File: config.mk
export PLATFORM = sky130hd
export DESIGN_NAME = ecc_point_mul_top
export DESIGN_NICKNAME = d
export VERILOG_FILES = /design/src/ecc_ctrl_pkg.sv /design/src/ecc_field_pkg.sv /design/src/field_op_if.sv /design/src/ecc_point_mul_top.sv /design/src/key_config_regs.sv /design/src/point_op_seq.sv /design/src/point_reg_file.sv /design/src/scalar_loop_ctrl.sv
export SDC_FILE = /design/constraint.sdc
export NUM_CORES = 1
export LEC_CHECK = 0
export BUFFER_PORTS_ARGS = -buffer_cell sky130_fd_sc_hd__buf_2
export CORE_UTILIZATION = 44
export CTS_BUF_LIST = sky130_fd_sc_hd__clkbuf_8
export DETAILED_ROUTE_END_ITERATION = 16
export GPL_TIMING_DRIVEN = 0
export PLACE_DENSITY = 0.66
export SYNTH_ARGS = -nofsm -noshare
export SYNTH_HDL_FRONTEND = slang
export SYNTH_SLANG_ARGS = --single-unit
File: constraint.sdc
create_clock -name i_clk -period 5.2 [get_ports i_clk]
set_input_delay 0.78 -clock i_clk [delete_from_list [all_inputs] [get_ports i_clk]]
set_output_delay 0.78 -clock i_clk [all_outputs]
set_load 0.02 [all_outputs]
File: src/ecc_ctrl_pkg.sv
package ecc_ctrl_pkg;

    localparam int KEY_W = 32;

    // microcode lengths of the two point operations
    localparam int DBL_STEPS = 12;
    localparam int ADD_STEPS = 9;

    typedef logic [KEY_W-1:0] key_t;
    typedef logic [5:0]       key_len_t;   // 1 to 32
    typedef logic [4:0]       bit_idx_t;
    typedef logic [3:0]       step_t;

    // operand sources for field requests
    typedef enum logic [2:0]
    {
        OP_X1,
        OP_Y1,
        OP_BX,
        OP_BY,
        OP_CA,
        OP_T1,
        OP_T2,
        OP_X3
    } operand_sel_t;

    // commit writes y1 and moves x3 into x1
    typedef enum logic [1:0]
    {
        DST_T1,
        DST_T2,
        DST_X3,
        DST_COMMIT
    } dest_sel_t;

    typedef enum logic [1:0]
    {
        LOOP_IDLE,
        LOOP_DOUBLE,
        LOOP_ADD,
        LOOP_FINISH
    } loop_state_t;

    typedef enum logic [1:0]
    {
        SEQ_IDLE,
        SEQ_REQ,
        SEQ_GAP
    } seq_state_t;

endpackage

File: src/ecc_field_pkg.sv
package ecc_field_pkg;

    // prime field element
    localparam int FIELD_W = 32;

    typedef logic [FIELD_W-1:0] field_t;

    // field unit opcodes
    typedef enum logic [1:0]
    {
        GF_ADD = 2'd0,
        GF_SUB = 2'd1,
        GF_MUL = 2'd2,
        GF_DIV = 2'd3
    } gf_op_t;

endpackage

File: src/field_op_if.sv
`timescale 1ns/1ps

interface field_op_if;

    ecc_ctrl_pkg::operand_sel_t src_a;
    ecc_ctrl_pkg::operand_sel_t src_b;
    ecc_ctrl_pkg::dest_sel_t    dst;
    logic                       wr;      // result write strobe
    logic                       init;    // load accumulator from base point
    ecc_field_pkg::field_t      opnd_a;
    ecc_field_pkg::field_t      opnd_b;

    modport seq
    (
        output src_a, src_b, dst, wr, init,
        input  opnd_a, opnd_b
    );

    modport regs
    (
        input  src_a, src_b, dst, wr, init,
        output opnd_a, opnd_b
    );

endinterface

File: src/ecc_point_mul_top.sv
`timescale 1ns/1ps

module ecc_point_mul_top
(
    input  logic                   i_clk,
    input  logic                   i_reset,
    input  logic                   i_load,
    input  ecc_ctrl_pkg::key_t     i_key,
    input  ecc_ctrl_pkg::key_len_t i_key_len,
    input  ecc_field_pkg::field_t  i_curve_a,
    input  ecc_field_pkg::field_t  i_px,
    input  ecc_field_pkg::field_t  i_py,
    input  logic                   i_start,
    output logic                   o_busy,
    output logic                   o_done,
    output ecc_field_pkg::field_t  o_x,
    output ecc_field_pkg::field_t  o_y,
    output logic                   o_gf_req,
    output ecc_field_pkg::gf_op_t  o_gf_op,
    output ecc_field_pkg::field_t  o_gf_a,
    output ecc_field_pkg::field_t  o_gf_b,
    input  logic                   i_gf_done,
    input  ecc_field_pkg::field_t  i_gf_result
);

    ecc_ctrl_pkg::bit_idx_t bit_idx;
    ecc_ctrl_pkg::key_len_t key_len;
    ecc_field_pkg::field_t  curve_a;
    ecc_field_pkg::field_t  bx;
    ecc_field_pkg::field_t  by;

    logic key_bit;
    logic op_start;
    logic op_is_add;
    logic op_done;
    logic init;

    field_op_if f_op_if ();

    key_config_regs key_config_regs_inst
    (
        .i_clk     (i_clk),
        .i_reset   (i_reset),
        .i_load    (i_load),
        .i_busy    (o_busy),
        .i_key     (i_key),
        .i_key_len (i_key_len),
        .i_curve_a (i_curve_a),
        .i_px      (i_px),
        .i_py      (i_py),
        .i_bit_idx (bit_idx),
        .o_key_bit (key_bit),
        .o_key_len (key_len),
        .o_curve_a (curve_a),
        .o_bx      (bx),
        .o_by      (by)
    );

    scalar_loop_ctrl scalar_loop_ctrl_inst
    (
        .i_clk       (i_clk),
        .i_reset     (i_reset),
        .i_start     (i_start),
        .i_key_bit   (key_bit),
        .i_op_done   (op_done),
        .i_key_len   (key_len),
        .o_bit_idx   (bit_idx),
        .o_op_start  (op_start),
        .o_op_is_add (op_is_add),
        .o_init      (init),
        .o_busy      (o_busy),
        .o_done      (o_done)
    );

    point_op_seq point_op_seq_inst
    (
        .i_clk       (i_clk),
        .i_reset     (i_reset),
        .i_op_start  (op_start),
        .i_op_is_add (op_is_add),
        .i_init      (init),
        .i_gf_done   (i_gf_done),
        .f_op        (f_op_if.seq),
        .o_gf_req    (o_gf_req),
        .o_gf_op     (o_gf_op),
        .o_op_done   (op_done)
    );

    point_reg_file point_reg_file_inst
    (
        .i_clk       (i_clk),
        .i_reset     (i_reset),
        .i_gf_result (i_gf_result),
        .i_bx        (bx),
        .i_by        (by),
        .i_curve_a   (curve_a),
        .f_op        (f_op_if.regs),
        .o_x         (o_x),
        .o_y         (o_y)
    );

    assign o_gf_a = f_op_if.opnd_a;
    assign o_gf_b = f_op_if.opnd_b;

endmodule

File: src/key_config_regs.sv
`timescale 1ns/1ps

module key_config_regs
(
    input  logic                   i_clk,
    input  logic                   i_reset,
    input  logic                   i_load,
    input  logic                   i_busy,
    input  ecc_ctrl_pkg::key_t     i_key,
    input  ecc_ctrl_pkg::key_len_t i_key_len,
    input  ecc_field_pkg::field_t  i_curve_a,
    input  ecc_field_pkg::field_t  i_px,
    input  ecc_field_pkg::field_t  i_py,
    input  ecc_ctrl_pkg::bit_idx_t i_bit_idx,
    output logic                   o_key_bit,
    output ecc_ctrl_pkg::key_len_t o_key_len,
    output ecc_field_pkg::field_t  o_curve_a,
    output ecc_field_pkg::field_t  o_bx,
    output ecc_field_pkg::field_t  o_by
);

    ecc_ctrl_pkg::key_t key_r;

    logic load_ok;

    assign load_ok = i_load && !i_busy;   // no config change mid-run

    always_ff @(posedge i_clk or posedge i_reset)
    begin
        if (i_reset)
        begin
            key_r     <= '0;
            o_key_len <= 6'd1;
        end
        else if (load_ok)
        begin
            key_r     <= i_key;
            o_key_len <= i_key_len;
        end
    end

    always_ff @(posedge i_clk)
    begin
        if (load_ok)
        begin
            o_curve_a <= i_curve_a;
            o_bx      <= i_px;
            o_by      <= i_py;
        end
    end

    assign o_key_bit = key_r[i_bit_idx];

endmodule

File: src/point_op_seq.sv
`timescale 1ns/1ps

module point_op_seq
(
    input  logic                  i_clk,
    input  logic                  i_reset,
    input  logic                  i_op_start,
    input  logic                  i_op_is_add,
    input  logic                  i_init,
    input  logic                  i_gf_done,
    field_op_if.seq               f_op,
    output logic                  o_gf_req,
    output ecc_field_pkg::gf_op_t o_gf_op,
    output logic                  o_op_done
);

    ecc_ctrl_pkg::seq_state_t state;
    ecc_ctrl_pkg::step_t      step;

    logic       is_add;
    logic       last_step;
    logic [9:0] uword;   // {op, src_a, src_b, dst}

    function automatic logic [9:0] uop
    (
        input ecc_field_pkg::gf_op_t       op,
        input ecc_ctrl_pkg::operand_sel_t  a,
        input ecc_ctrl_pkg::operand_sel_t  b,
        input ecc_ctrl_pkg::dest_sel_t     d
    );
        return {op, a, b, d};
    endfunction

    always_comb
    begin
        uword = uop(ecc_field_pkg::GF_SUB, ecc_ctrl_pkg::OP_T2,
                    ecc_ctrl_pkg::OP_Y1, ecc_ctrl_pkg::DST_COMMIT);
        if (!is_add)
        begin
            case (step)   // point double
                4'd0:  uword = uop(ecc_field_pkg::GF_MUL, ecc_ctrl_pkg::OP_X1,
                                   ecc_ctrl_pkg::OP_X1, ecc_ctrl_pkg::DST_T1);
                4'd1:  uword = uop(ecc_field_pkg::GF_ADD, ecc_ctrl_pkg::OP_T1,
                                   ecc_ctrl_pkg::OP_T1, ecc_ctrl_pkg::DST_T2);
                4'd2:  uword = uop(ecc_field_pkg::GF_ADD, ecc_ctrl_pkg::OP_T2,
                                   ecc_ctrl_pkg::OP_T1, ecc_ctrl_pkg::DST_T1);
                4'd3:  uword = uop(ecc_field_pkg::GF_ADD, ecc_ctrl_pkg::OP_T1,
                                   ecc_ctrl_pkg::OP_CA, ecc_ctrl_pkg::DST_T1);
                4'd4:  uword = uop(ecc_field_pkg::GF_ADD, ecc_ctrl_pkg::OP_Y1,
                                   ecc_ctrl_pkg::OP_Y1, ecc_ctrl_pkg::DST_T2);
                4'd5:  uword = uop(ecc_field_pkg::GF_DIV, ecc_ctrl_pkg::OP_T1,
                                   ecc_ctrl_pkg::OP_T2, ecc_ctrl_pkg::DST_T1);
                4'd6:  uword = uop(ecc_field_pkg::GF_MUL, ecc_ctrl_pkg::OP_T1,
                                   ecc_ctrl_pkg::OP_T1, ecc_ctrl_pkg::DST_T2);
                4'd7:  uword = uop(ecc_field_pkg::GF_SUB, ecc_ctrl_pkg::OP_T2,
                                   ecc_ctrl_pkg::OP_X1, ecc_ctrl_pkg::DST_T2);
                4'd8:  uword = uop(ecc_field_pkg::GF_SUB, ecc_ctrl_pkg::OP_T2,
                                   ecc_ctrl_pkg::OP_X1, ecc_ctrl_pkg::DST_X3);
                4'd9:  uword = uop(ecc_field_pkg::GF_SUB, ecc_ctrl_pkg::OP_X1,
                                   ecc_ctrl_pkg::OP_X3, ecc_ctrl_pkg::DST_T2);
                4'd10: uword = uop(ecc_field_pkg::GF_MUL, ecc_ctrl_pkg::OP_T1,
                                   ecc_ctrl_pkg::OP_T2, ecc_ctrl_pkg::DST_T2);
                default: ;   // step 11 is the commit
            endcase
        end
        else
        begin
            case (step)   // point add of the base point
                4'd0:  uword = uop(ecc_field_pkg::GF_SUB, ecc_ctrl_pkg::OP_BX,
                                   ecc_ctrl_pkg::OP_X1, ecc_ctrl_pkg::DST_T1);
                4'd1:  uword = uop(ecc_field_pkg::GF_SUB, ecc_ctrl_pkg::OP_BY,
                                   ecc_ctrl_pkg::OP_Y1, ecc_ctrl_pkg::DST_T2);
                4'd2:  uword = uop(ecc_field_pkg::GF_DIV, ecc_ctrl_pkg::OP_T2,
                                   ecc_ctrl_pkg::OP_T1, ecc_ctrl_pkg::DST_T1);
                4'd3:  uword = uop(ecc_field_pkg::GF_MUL, ecc_ctrl_pkg::OP_T1,
                                   ecc_ctrl_pkg::OP_T1, ecc_ctrl_pkg::DST_T2);
                4'd4:  uword = uop(ecc_field_pkg::GF_SUB, ecc_ctrl_pkg::OP_T2,
                                   ecc_ctrl_pkg::OP_X1, ecc_ctrl_pkg::DST_T2);
                4'd5:  uword = uop(ecc_field_pkg::GF_SUB, ecc_ctrl_pkg::OP_T2,
                                   ecc_ctrl_pkg::OP_BX, ecc_ctrl_pkg::DST_X3);
                4'd6:  uword = uop(ecc_field_pkg::GF_SUB, ecc_ctrl_pkg::OP_X1,
                                   ecc_ctrl_pkg::OP_X3, ecc_ctrl_pkg::DST_T2);
                4'd7:  uword = uop(ecc_field_pkg::GF_MUL, ecc_ctrl_pkg::OP_T1,
                                   ecc_ctrl_pkg::OP_T2, ecc_ctrl_pkg::DST_T2);
                default: ;   // step 8 is the commit
            endcase
        end
    end

    assign o_gf_op    = ecc_field_pkg::gf_op_t'(uword[9:8]);
    assign f_op.src_a = ecc_ctrl_pkg::operand_sel_t'(uword[7:5]);
    assign f_op.src_b = ecc_ctrl_pkg::operand_sel_t'(uword[4:2]);
    assign f_op.dst   = ecc_ctrl_pkg::dest_sel_t'(uword[1:0]);
    assign f_op.init  = i_init;

    assign last_step = is_add ? (step == ecc_ctrl_pkg::step_t'(ecc_ctrl_pkg::ADD_STEPS - 1))
                              : (step == ecc_ctrl_pkg::step_t'(ecc_ctrl_pkg::DBL_STEPS - 1));

    assign o_gf_req  = (state == ecc_ctrl_pkg::SEQ_REQ);
    assign f_op.wr   = o_gf_req && i_gf_done;   // result lands on the done edge
    assign o_op_done = f_op.wr && last_step;

    always_ff @(posedge i_clk or posedge i_reset)
    begin
        if (i_reset)
        begin
            state  <= ecc_ctrl_pkg::SEQ_IDLE;
            step   <= '0;
            is_add <= 1'b0;
        end
        else
        begin
            case (state)
                ecc_ctrl_pkg::SEQ_IDLE:
                begin
                    if (i_op_start)
                    begin
                        is_add <= i_op_is_add;
                        step   <= '0;
                        state  <= ecc_ctrl_pkg::SEQ_REQ;
                    end
                end
                ecc_ctrl_pkg::SEQ_REQ:
                begin
                    if (i_gf_done)
                    begin
                        if (last_step)
                        begin
                            state <= ecc_ctrl_pkg::SEQ_IDLE;
                        end
                        else
                        begin
                            step  <= step + 1'b1;
                            state <= ecc_ctrl_pkg::SEQ_GAP;
                        end
                    end
                end
                default:
                begin
                    state <= ecc_ctrl_pkg::SEQ_REQ;   // one low cycle between requests
                end
            endcase
        end
    end

endmodule

File: src/point_reg_file.sv
`timescale 1ns/1ps

module point_reg_file
(
    input  logic                  i_clk,
    input  logic                  i_reset,
    input  ecc_field_pkg::field_t i_gf_result,
    input  ecc_field_pkg::field_t i_bx,
    input  ecc_field_pkg::field_t i_by,
    input  ecc_field_pkg::field_t i_curve_a,
    field_op_if.regs              f_op,
    output ecc_field_pkg::field_t o_x,
    output ecc_field_pkg::field_t o_y
);

    ecc_field_pkg::field_t x1;   // accumulator
    ecc_field_pkg::field_t y1;
    ecc_field_pkg::field_t t1;
    ecc_field_pkg::field_t t2;
    ecc_field_pkg::field_t x3;

    function automatic ecc_field_pkg::field_t pick(input ecc_ctrl_pkg::operand_sel_t sel);
        case (sel)
            ecc_ctrl_pkg::OP_X1: return x1;
            ecc_ctrl_pkg::OP_Y1: return y1;
            ecc_ctrl_pkg::OP_BX: return i_bx;
            ecc_ctrl_pkg::OP_BY: return i_by;
            ecc_ctrl_pkg::OP_CA: return i_curve_a;
            ecc_ctrl_pkg::OP_T1: return t1;
            ecc_ctrl_pkg::OP_T2: return t2;
            default:             return x3;
        endcase
    endfunction

    assign f_op.opnd_a = pick(f_op.src_a);
    assign f_op.opnd_b = pick(f_op.src_b);

    always_ff @(posedge i_clk or posedge i_reset)
    begin
        if (i_reset)
        begin
            x1 <= '0;
            y1 <= '0;
        end
        else if (f_op.init)
        begin
            x1 <= i_bx;   // start from the base point
            y1 <= i_by;
        end
        else if (f_op.wr && f_op.dst == ecc_ctrl_pkg::DST_COMMIT)
        begin
            x1 <= x3;
            y1 <= i_gf_result;
        end
    end

    always_ff @(posedge i_clk)
    begin
        if (f_op.wr)
        begin
            case (f_op.dst)
                ecc_ctrl_pkg::DST_T1: t1 <= i_gf_result;
                ecc_ctrl_pkg::DST_T2: t2 <= i_gf_result;
                ecc_ctrl_pkg::DST_X3: x3 <= i_gf_result;
                default: ;   // commit handled with the accumulator
            endcase
        end
    end

    assign o_x = x1;
    assign o_y = y1;

endmodule

File: src/scalar_loop_ctrl.sv
`timescale 1ns/1ps

module scalar_loop_ctrl
(
    input  logic                   i_clk,
    input  logic                   i_reset,
    input  logic                   i_start,
    input  logic                   i_key_bit,
    input  logic                   i_op_done,
    input  ecc_ctrl_pkg::key_len_t i_key_len,
    output ecc_ctrl_pkg::bit_idx_t o_bit_idx,
    output logic                   o_op_start,
    output logic                   o_op_is_add,
    output logic                   o_init,
    output logic                   o_busy,
    output logic                   o_done
);

    ecc_ctrl_pkg::loop_state_t state;

    logic last_bit;

    assign last_bit = (o_bit_idx == '0);

    always_ff @(posedge i_clk or posedge i_reset)
    begin
        if (i_reset)
        begin
            state       <= ecc_ctrl_pkg::LOOP_IDLE;
            o_bit_idx   <= '0;
            o_op_start  <= 1'b0;
            o_op_is_add <= 1'b0;
            o_init      <= 1'b0;
            o_busy      <= 1'b0;
            o_done      <= 1'b0;
        end
        else
        begin
            o_op_start <= 1'b0;   // pulses by default
            o_init     <= 1'b0;
            o_done     <= 1'b0;
            case (state)
                ecc_ctrl_pkg::LOOP_IDLE:
                begin
                    if (i_start)
                    begin
                        o_init <= 1'b1;
                        o_busy <= 1'b1;
                        if (i_key_len <= 6'd1)
                        begin
                            state <= ecc_ctrl_pkg::LOOP_FINISH;   // only the implied top bit
                        end
                        else
                        begin
                            o_bit_idx   <= ecc_ctrl_pkg::bit_idx_t'(i_key_len - 6'd2);
                            o_op_start  <= 1'b1;
                            o_op_is_add <= 1'b0;
                            state       <= ecc_ctrl_pkg::LOOP_DOUBLE;
                        end
                    end
                end
                ecc_ctrl_pkg::LOOP_DOUBLE:
                begin
                    if (i_op_done)
                    begin
                        if (i_key_bit)
                        begin
                            o_op_start  <= 1'b1;
                            o_op_is_add <= 1'b1;
                            state       <= ecc_ctrl_pkg::LOOP_ADD;
                        end
                        else if (last_bit)
                        begin
                            state <= ecc_ctrl_pkg::LOOP_FINISH;
                        end
                        else
                        begin
                            o_bit_idx   <= o_bit_idx - 1'b1;
                            o_op_start  <= 1'b1;
                            o_op_is_add <= 1'b0;
                        end
                    end
                end
                ecc_ctrl_pkg::LOOP_ADD:
                begin
                    if (i_op_done)
                    begin
                        if (last_bit)
                        begin
                            state <= ecc_ctrl_pkg::LOOP_FINISH;
                        end
                        else
                        begin
                            o_bit_idx   <= o_bit_idx - 1'b1;
                            o_op_start  <= 1'b1;
                            o_op_is_add <= 1'b0;
                            state       <= ecc_ctrl_pkg::LOOP_DOUBLE;
                        end
                    end
                end
                default:
                begin
                    o_done <= 1'b1;   // busy drops with done
                    o_busy <= 1'b0;
                    state  <= ecc_ctrl_pkg::LOOP_IDLE;
                end
            endcase
        end
    end

endmodule

==> results of run 1 <==
==> kinds of logic (layout without fill, tap and decap cells) <==
logic type,after synthesis,in the layout
xor gates and xnor gates,3,3
and+or+nand+nor,454,454
other,0,1
adders and majority gates,10,10
muxes,155,155
AOI/OAI and AO/OA,314,314
DFF,313,313
buffers and inverters,157,575
==> flip-flops by register name (all words and copies together) (netlist names), 2 cells and up <==
register and count:
scalar_loop_ctrl_inst.state 2, point_reg_file_inst.t1 32, scalar_loop_ctrl_inst.o_bit_idx 5, key_config_regs_inst.o_by 32, point_reg_file_inst.x3 32, point_reg_file_inst.o_x 32, point_op_seq_inst.step 4, key_config_regs_inst.o_key_len 6
key_config_regs_inst.key_r 32, point_reg_file_inst.o_y 32, point_op_seq_inst.state 2, point_reg_file_inst.t2 32, key_config_regs_inst.o_bx 32, key_config_regs_inst.o_curve_a 32
==> worst max-delay path: cells and delay by family (launching register included) <==
kind,cells,cell delay [ps]
flip-flops,1,390
adder cells (fa/ha/maj),1,190
AO/OA/AOI/OAI,4,1680
buffers and inverters,5,1320
==> per-stage QoR <==
stage | cells | instance area (um2) | setup TNS (ps) | utilization
2_1_floorplan | 1406 | 15800 | 0 | -
3_3_place_gp | 2170 | 17890 | -268980 | 0.5043
3_5_place_dp | 2179 | 18090 | 0 | 0.5099
4_1_cts | 2285 | 19170 | 0 | 0.5403
5_1_grt | 2285 | 19180 | 0 | 0.5406
6_report | 2286 | 19180 | 0 | 0.5407
==> repair_timing <==
| action | in CTS | in global routing |
|---|---|---|
| gates resized for setup | 0 | 4 |
| endpoints found under the setup margin | 0 | 4 |
| hold endpoints to repair | 0 | 0 |
| setup buffers | 0 | 0 |
==> final timing paths <==
| check | to | slack, ps | depth (start not counted) |
|---|---|---|---|
| worst min register to register | point_reg_file_inst.o_y[12]$_DFFE_PP0P_ | 480 | 2 |
| worst max register to register | point_reg_file_inst.x3[31]$_DFFE_PP_ | 1770 | 9 |
| max in group asynchronous | scalar_loop_ctrl_inst.o_done$_DFF_PP0_ | 4280 | 3 |
| worst max-delay path | o_gf_a[20] | 180 | 10 |
| min in group i_clk | key_config_regs_inst.o_by[11]$_DFFE_PP_ | 290 | 1 |
| worst min-delay path | point_reg_file_inst.o_y[2]$_DFFE_PP0P_ | 170 | 2 |
==> metal layers <==
| layer | vias to the layer above | wire length (um) |
|---|---|---|
| met1 | 6653 | 22480 |
| met3 | 177 | 6615 |
| met2 | 977 | 25350 |
| li1 | 6024 | - |
| met4 | 4 | 2523 |
| met5 | - | 24 |
==> final cells by class <==
cell class                 count  area share
antenna                        1   0.0001304
sequential                   313      0.4584
clock buffer                  65     0.04663
multi-input combinational    936      0.3264
buffer                       112     0.03202
inverter                      45    0.009065
timing repair buffer         312     0.08778
clock inverter                41    0.009522
tap                          461     0.03007
==> cells in the final DEF (no fill, tap or decap), types with 5 or more instances in the layout <==
cell type,n
o32a_1,7
o221ai_1,28
buf_4,5
buf_12,8
inv_1,60
dfrtp_1,120
a32oi_1,61
ha_1,10
a31o_2,21
nor2_1,50
a22oi_1,5
nor3_1,5
o22ai_1,5
buf_2,340
nor2b_1,12
clkinv_2,14
o21ai_1,60
buf_6,8
nand3_1,68
edfxtp_1,192
buf_1,10
mux2_1,7
mux2i_1,78
o22a_1,7
a311oi_1,27
clkinv_1,8
a21oi_1,21
nand2b_1,14
nand2_1,276
a31o_1,6
o21ai_0,19
clkbuf_8,65
clkbuf_1,49
a31oi_1,6
o31ai_1,5
and2_1,5
mux2_2,64
==> flow_summary.ini, run 1 <==
[floorplan]
core_um2 = 35480
placementRows = 69
io_pins = 304
start_util = 0.4453
dieArea_um2 = 36670
die_y_um = 191.5
fp.dieW_um = 191.5

[timing]
clock_skew_ps = 31.21
hold_viol = 0
rsz0062_at_grt = no
worst_pin_slew_ps = 1140
finalWorstSetupSlack_ps = 175.7
setup_violations = 0
worst_hold_slack_ps = 173.7
fmax_mhz = 199.0
fin_crit_sh = 0.9662
finalCriticalPeriod_ps = 5024
timing.slew.headroom = 0.2401
drv_slew = 0

[logic_synthesis]
yosysSeqAreaShare = 0.5566
yosys.cell_count.top_type = nand2_1
synth_largest_area_cell = edfxtp_1
synth.area.top_cells = edfxtp_1 (36%), dfrtp_1 (19%), nand2_1 (6.6%)
syn_avg_cell_area_um2 = 11.24
synth-simple-area-share = 0.1240
ys_async_sr_fraction = 0.3866
ys_seq_elements = 313
muxShareOfSynthArea = 0.1076
synth_top_family_by_area = compound AO/OA/AOI/OAI gates
syn_inst = 1406
synth_cell_types = 73
synth_edf_count = 192
synth_top_area_frac = 0.3649
syn-cell-area_um2 = 15800
yosys_warnings = 0
synth_common_cells = nand2_1 (276), edfxtp_1 (192), dfrtp_1 (120)
synthesis.nets = 1587
yosys.area_share.adder = 0.007918
synth_compound_area_frac = 0.1528
synthXorXnorAreaFrac = 0.001663
synthFlopType = edfxtp_1

[global_routing]
antenna_found_initial = 3
met2_usage = 0.4706
grtUsageMet3 = 0.07637
busiest_layer = met2
grt_remaining_overflow = 0
grt_util_met1 = 0.4168
grtUsageTotal = 0.3118
grt_max_degree = 75
grt_pass1_wl_mm = 83.64
grt_pass1_vias = 13760

[worst_setup_path]
r2r_start = point_op_seq_inst.step[0]$_DFFE_PP0P_
cp-end-kind = primary output
cp.arrival_ps = 4240
required_ps = 4420
cp_common_cell = buf_4
cp-start-kind = flip-flop
slowest_delay_ps = 730
cp_max_fo = 10
cp-startpoint = point_op_seq_inst.step[0]$_DFFE_PP0P_
cp_cell_sequence = inv_1, ha_1, buf_4, o41ai_4, o22a_1, buf_4, clkbuf_1, o221ai_1, a32oi_1, buf_2
cpMaxStageDelayCell = o41ai_4
path_class = flip-flop to primary output

[route]
dr.pass1.iters = 6
detail-route-antenna-nets = 0
drc = 0
vias = 13835
vias_per_cell = 6.052
wl_per_cell_um = 24.93
dr.first_iter.drc_count = 1832
drt_wl_total_mm = 56.99

[finish]
drive_gt1_frac = 0.3054
finalNetCount = 1957
area_growth_pct = 21.41
fillerInstances = 3168
multi_input_area_um2 = 6261
seqCellArea_um2 = 8795

[clocking]
cts_tree = built
hold_buffers = 0
cts_sinks = 313
cts_made_buffers = 56
worstSkewPairLatency_ps = 670
htree_levels = 2
path_clk_slew_ps = 60
clk_path_buf_depth = 3
cts_root_buf = clkbuf_8

[outcome]
status = complete, no violations

[place]
dp_slack_ps = 912.7
numPortBuffers = 303
dp_hpwl_mm = 39.25
place.gp.congestion = 0.9359

[min_path]
hp-class = input pin to asynchronous set/reset pin

[run]
drv_cap = 0
Power of run 1 is not shown: default switching activity piles up to over one toggle a cycle in this logic, so the estimate is an artifact.
==> run 2: changes to the inputs <==
--- a/config.mk
+++ b/config.mk
@@ -6,11 +6,11 @@
 export NUM_CORES = 1
 export LEC_CHECK = 0
 export BUFFER_PORTS_ARGS = -buffer_cell sky130_fd_sc_hd__buf_2
-export CORE_UTILIZATION = 44
+export CORE_UTILIZATION = 25
 export CTS_BUF_LIST = sky130_fd_sc_hd__clkbuf_8
 export DETAILED_ROUTE_END_ITERATION = 16
 export GPL_TIMING_DRIVEN = 0
-export PLACE_DENSITY = 0.66
+export REMOVE_ABC_BUFFERS = 1
 export SYNTH_ARGS = -nofsm -noshare
 export SYNTH_HDL_FRONTEND = slang
 export SYNTH_SLANG_ARGS = --single-unit
==> run 2 against run 1 <==
  * Critical path depth unchanged
  * Non-clock buffer count down 68
  * Critical path type unchanged
  * Cell count is 14% higher
  * Flip-flop and latch count did not move
==> flow_summary.ini, run 2 (synthesized netlist as in run 1, its figures left out) <==
[place]
numPortBuffers = 303
place.gp.congestion = 0.7963
dp_hpwl_mm = 38.73

[timing]
finalCriticalPeriod_ps = 5100
hold_viol = 0
drv_slew = 0
rsz0062_at_grt = yes
worst_pin_slew_ps = 915.7
clock_skew_ps = 17.90
fmax_mhz = 196.1
timing.slew.headroom = 0.3881
fin_crit_sh = 0.9807
tns_ps = 0
setup_violations = 0

[worst_setup_path]
required_ps = 4420
cpMaxStageDelayCell = ha_1
cp-end-kind = primary output
r2r_start = point_op_seq_inst.step[0]$_DFFE_PP0P_
cp.arrival_ps = 4320
reg2reg_to = point_reg_file_inst.o_x[29]$_DFFE_PP0P_
cp_max_fo = 28
reg2reg_setup_slack_ps = 1360
slowest_delay_ps = 580
cp_cell_sequence = inv_1, ha_1, nor2_1, a221oi_1, o22a_4, buf_12, nand2_4, o221ai_1, a32oi_1, buf_2
path_class = flip-flop to primary output
cp-start-kind = flip-flop
r2r_cells = 11

[route]
vias = 13203
dr.first_iter.drc_count = 1033
drt_wl_total_mm = 56.30
detail-route-antenna-nets = 0
wl_per_cell_um = 21.64
dr.pass1.iters = 9
vias_per_cell = 5.074
drc = 0

[finish]
utilization = 0.3255
area_growth_pct = 27.82
final_common_cell = buf_2
finalNetCount = 1894
mostFrequentLayoutCells = buf_2 (303), nand2_1 (276), edfxtp_1 (192), dfrtp_1 (119), mux2i_1 (78)
drive_gt1_frac = 0.3227

[clocking]
cts_made_buffers = 60
htree_levels = 2
cts_tree = built
hold_buffers = 0
cts_sinks = 313
cts_root_buf = clkbuf_8
worstSkewPairLatency_ps = 640
path_clk_slew_ps = 60
clk_path_buf_depth = 3

[floorplan]
fp.dieW_um = 253.4
die_y_um = 253.4
start_util = 0.2546
dieArea_um2 = 64210
placementRows = 91
core_um2 = 62050
io_pins = 304

[global_routing]
grt_remaining_overflow = 0
grtUsageTotal = 0.1701
grt_max_degree = 79
antenna_found_initial = 7
grt_pass1_wl_mm = 82.10
grt_pass1_vias = 13109

[run]
drv_cap = 0

[outcome]
status = complete, no violations

[min_path]
hp-class = input pin to asynchronous set/reset pin
==> run 2: critical path, delay by kind of cell, from the launching register on <==
kind | cells | cell delay [ps]
fa+ha+maj | 1 | 580
simple gates | 2 | 520
flops | 1 | 430
compound gates | 4 | 1490
buf+inv | 3 | 580
==> run 2: cell type report <==
type	count	area, um2
Antenna cell	2	5.005
Clock buffer	75	1032
Clock inverter	37	286.5
Fill cell	6256	41860
Inverter	45	173.9
Multi-Input combinational cell	937	6360
Sequential cell	313	8798
Tap cell	837	1047
Timing Repair Buffer	356	2494
==> run 2: worst max-delay path by stage <==
stage	from	end	slack, ps	cells after the start
final	point_op_seq_inst.step[1]$_DFFE_PP0P_	o_gf_a[6]	100	10
after global routing	point_op_seq_inst.step[1]$_DFFE_PP0P_	o_gf_a[6]	-30	10
after CTS	point_op_seq_inst.step[0]$_DFFE_PP0P_	o_gf_a[1]	9	9
after detailed placement	point_op_seq_inst.step[0]$_DFFE_PP0P_	o_gf_a[1]	90	9
after global placement	i_load	key_config_regs_inst.key_r[29]$_DFFE_PP0P_	-7050	3
after floorplan	i_load	key_config_regs_inst.o_key_len[0]$_DFFE_PP1P_	-2360	2
==> run 2: what timing repair did <==
item | CTS | global route
cloned | 1 | 0
endpoints found under the setup margin | 30 | 29
setup buffers | 6 | 3
gates resized for setup | 5 | 1
pin swaps | 3 | 2
==> run 2: routing by layer <==
metal,track usage,wire length [um],vias to the layer above
met5,0,37,-
met4,0.06061,1637,6
met3,0.05160,5565,138
met2,0.2707,25950,664
met1,0.2168,23110,6486
li1,-,-,5909
==> run 2: stage by stage <==
stage / area, um2 / instances / worst slack [ps] / hold WS [ps]
floorplan: 15190 / 1294 / -2362 / 449.7
global placement: 17750 / 2434 / -7049 / 459.4
detailed placement: 18740 / 2478 / 85.64 / 468.9
CTS: 20160 / 2597 / 8.744 / 138.5
global route: 20190 / 2601 / -33.41 / 172.9
finish: 20200 / 2602 / 100.5 / 188.6
Power of run 2 is left out for the same reason.
==> run 3: changes to the inputs <==
--- a/config.mk
+++ b/config.mk
@@ -5,10 +5,10 @@
 export SDC_FILE = /design/constraint.sdc
 export NUM_CORES = 1
 export LEC_CHECK = 0
-export BUFFER_PORTS_ARGS = -buffer_cell sky130_fd_sc_hd__buf_2
 export CORE_UTILIZATION = 25
 export CTS_BUF_LIST = sky130_fd_sc_hd__clkbuf_8
 export DETAILED_ROUTE_END_ITERATION = 16
+export DONT_BUFFER_PORTS = 1
 export GPL_TIMING_DRIVEN = 0
 export REMOVE_ABC_BUFFERS = 1
 export SYNTH_ARGS = -nofsm -noshare
==> run 3 against run 2 <==
  * Via count down 8.2%
  * Utilization fell by 2.5 points
  * Maximum frequency up 1.2%
  * Setup slack better by 59 ps
  * Flip-flop and latch count did not move
  * Worst hold slack better by 25 ps
  * Sequential share of layout area is 3.6 points higher
  * Critical path type unchanged
  * Critical endpoint is now o_gf_a[10]
  * Highest routed layer unchanged
==> flow_summary.ini, run 3 (synthesized netlist as in run 1, its figures left out) <==
[place]
dp_hpwl_mm = 38.30
numPortBuffers = 0
dp_slack_ps = -150.1
place.gp.congestion = 0.8085

[global_routing]
grt_remaining_overflow = 0
grt_pass1_vias = 12390
grtUsageTotal = 0.1721
antenna_found_initial = 9
grt_pass1_wl_mm = 81.56
grt_max_degree = 79

[finish]
fillerInstances = 6249
area_growth_pct = 18.05
final_common_cell = nand2_1
mostFrequentLayoutCells = nand2_1 (276), edfxtp_1 (192), dfrtp_1 (119), mux2i_1 (78), clkbuf_8 (72)
drive_gt1_frac = 0.1878
finalNetCount = 1591

[clocking]
cts_root_buf = clkbuf_8
cts_sinks = 313
cts_tree = built
path_clk_slew_ps = 70
worstSkewPairLatency_ps = 660
htree_levels = 2
clk_path_buf_depth = 3
cts_made_buffers = 58

[timing]
worst_pin_slew_ps = 1024
clock_skew_ps = 32.07
finalCriticalPeriod_ps = 5041
finalWorstSetupSlack_ps = 159.0
timing.slew.headroom = 0.3160
setup_violations = 0
fin_crit_sh = 0.9694
drv_slew = 0
fmax_mhz = 198.4
hold_viol = 0
tns_ps = 0

[worst_setup_path]
cp_max_fo = 28
cp-end-kind = primary output
path_class = flip-flop to primary output
cp-start-kind = flip-flop
cp.arrival_ps = 4260
required_ps = 4420

[route]
dr_wl_met2_mm = 26.20
routed.top_layer = met5
drt_wl_total_mm = 56.89
met1_length_mm = 22.32
dr.first_iter.drc_count = 1184
dr.pass1.iters = 5
drc = 0
detail-route-antenna-nets = 0
vias_per_cell = 5.272
met3_length_mm = 6.255
wl_per_cell_um = 24.76
vias = 12114

[run]
drv_cap = 0

[outcome]
status = complete, no violations

[floorplan]
placementRows = 91
fp.dieW_um = 253.4
io_pins = 304
start_util = 0.2546
dieArea_um2 = 64210
die_y_um = 253.4
core_um2 = 62050

[min_path]
hp-class = input pin to flip-flop
## run 3: final cells by class
cell class | instances | area [um2] | area share
Multi-Input combinational cell | 937 | 6449 | 0.3457
Antenna cell | 2 | 5.005 | 0.0002683
Sequential cell | 313 | 8798 | 0.4717
Clock buffer | 72 | 991.0 | 0.05312
Timing Repair Buffer | 55 | 952.2 | 0.05104
Clock inverter | 37 | 237.7 | 0.01274
Tap cell | 837 | 1047 | 0.05614
Inverter | 45 | 173.9 | 0.009323
## run 3: routing by layer
metal  vias to the layer above  global-route usage
met2                       641              0.2741
met5                         -                   0
met3                       150             0.06240
met4                        10             0.07515
li1                       5287                   -
met1                      6026              0.2073
## run 3: worst max-delay path, cell delays in order, from the launching register on
cell      delay [ps]
dfrtp_1          660
nor2b_2          540
o41ai_4          290
o22a_4           440
buf_12           240
nand2_4          490
o221ai_1         210
a32oi_1          670
## run 3: stage by stage
| step | cells | area, um2 | hold slack (ps) | util |
|---|---|---|---|---|
| after floorplan | 1294 | 15190 | 449.7 | - |
| final | 2298 | 18650 | 213.5 | 0.3006 |
| after global routing | 2297 | 18650 | 153.4 | 0.3006 |
| after detailed placement | 2173 | 17140 | 475.0 | 0.2762 |
| after global placement | 2131 | 16240 | 462.4 | 0.2617 |
| after CTS | 2293 | 18520 | 139.0 | 0.2984 |
## run 3: path summary, 6_finish.rpt
check / from / end / slack (ps) / depth (start not counted)
max: point_op_seq_inst.step[3]$_DFFE_PP0P_ / o_gf_a[10] / 160 / 7
min in group asynchronous: i_reset / point_reg_file_inst.o_y[21]$_DFFE_PP0P_ / 680 / 2
max in group asynchronous: i_reset / scalar_loop_ctrl_inst.o_init$_DFF_PP0_ / 3620 / 3
min: i_gf_result[4] / point_reg_file_inst.t1[4]$_DFFE_PP_ / 210 / 0
min reg2reg: key_config_regs_inst.o_by[7]$_DFFE_PP_ / point_reg_file_inst.o_y[7]$_DFFE_PP0P_ / 490 / 2
max reg2reg: point_op_seq_inst.step[1]$_DFFE_PP0P_ / point_reg_file_inst.x3[8]$_DFFE_PP_ / 1440 / 11
## run 3: timing repair
item / in CTS / in global routing
gates resized for setup: 8 / 12
setup buffers: 9 / 3
hold buffers: 1 / 0
endpoints found under the setup margin: 35 / 31
cloned: 1 / 0
pin swaps: 4 / 2
endpoints found under the hold margin: 1 / 0
Power of run 3 is left out for the same reason.
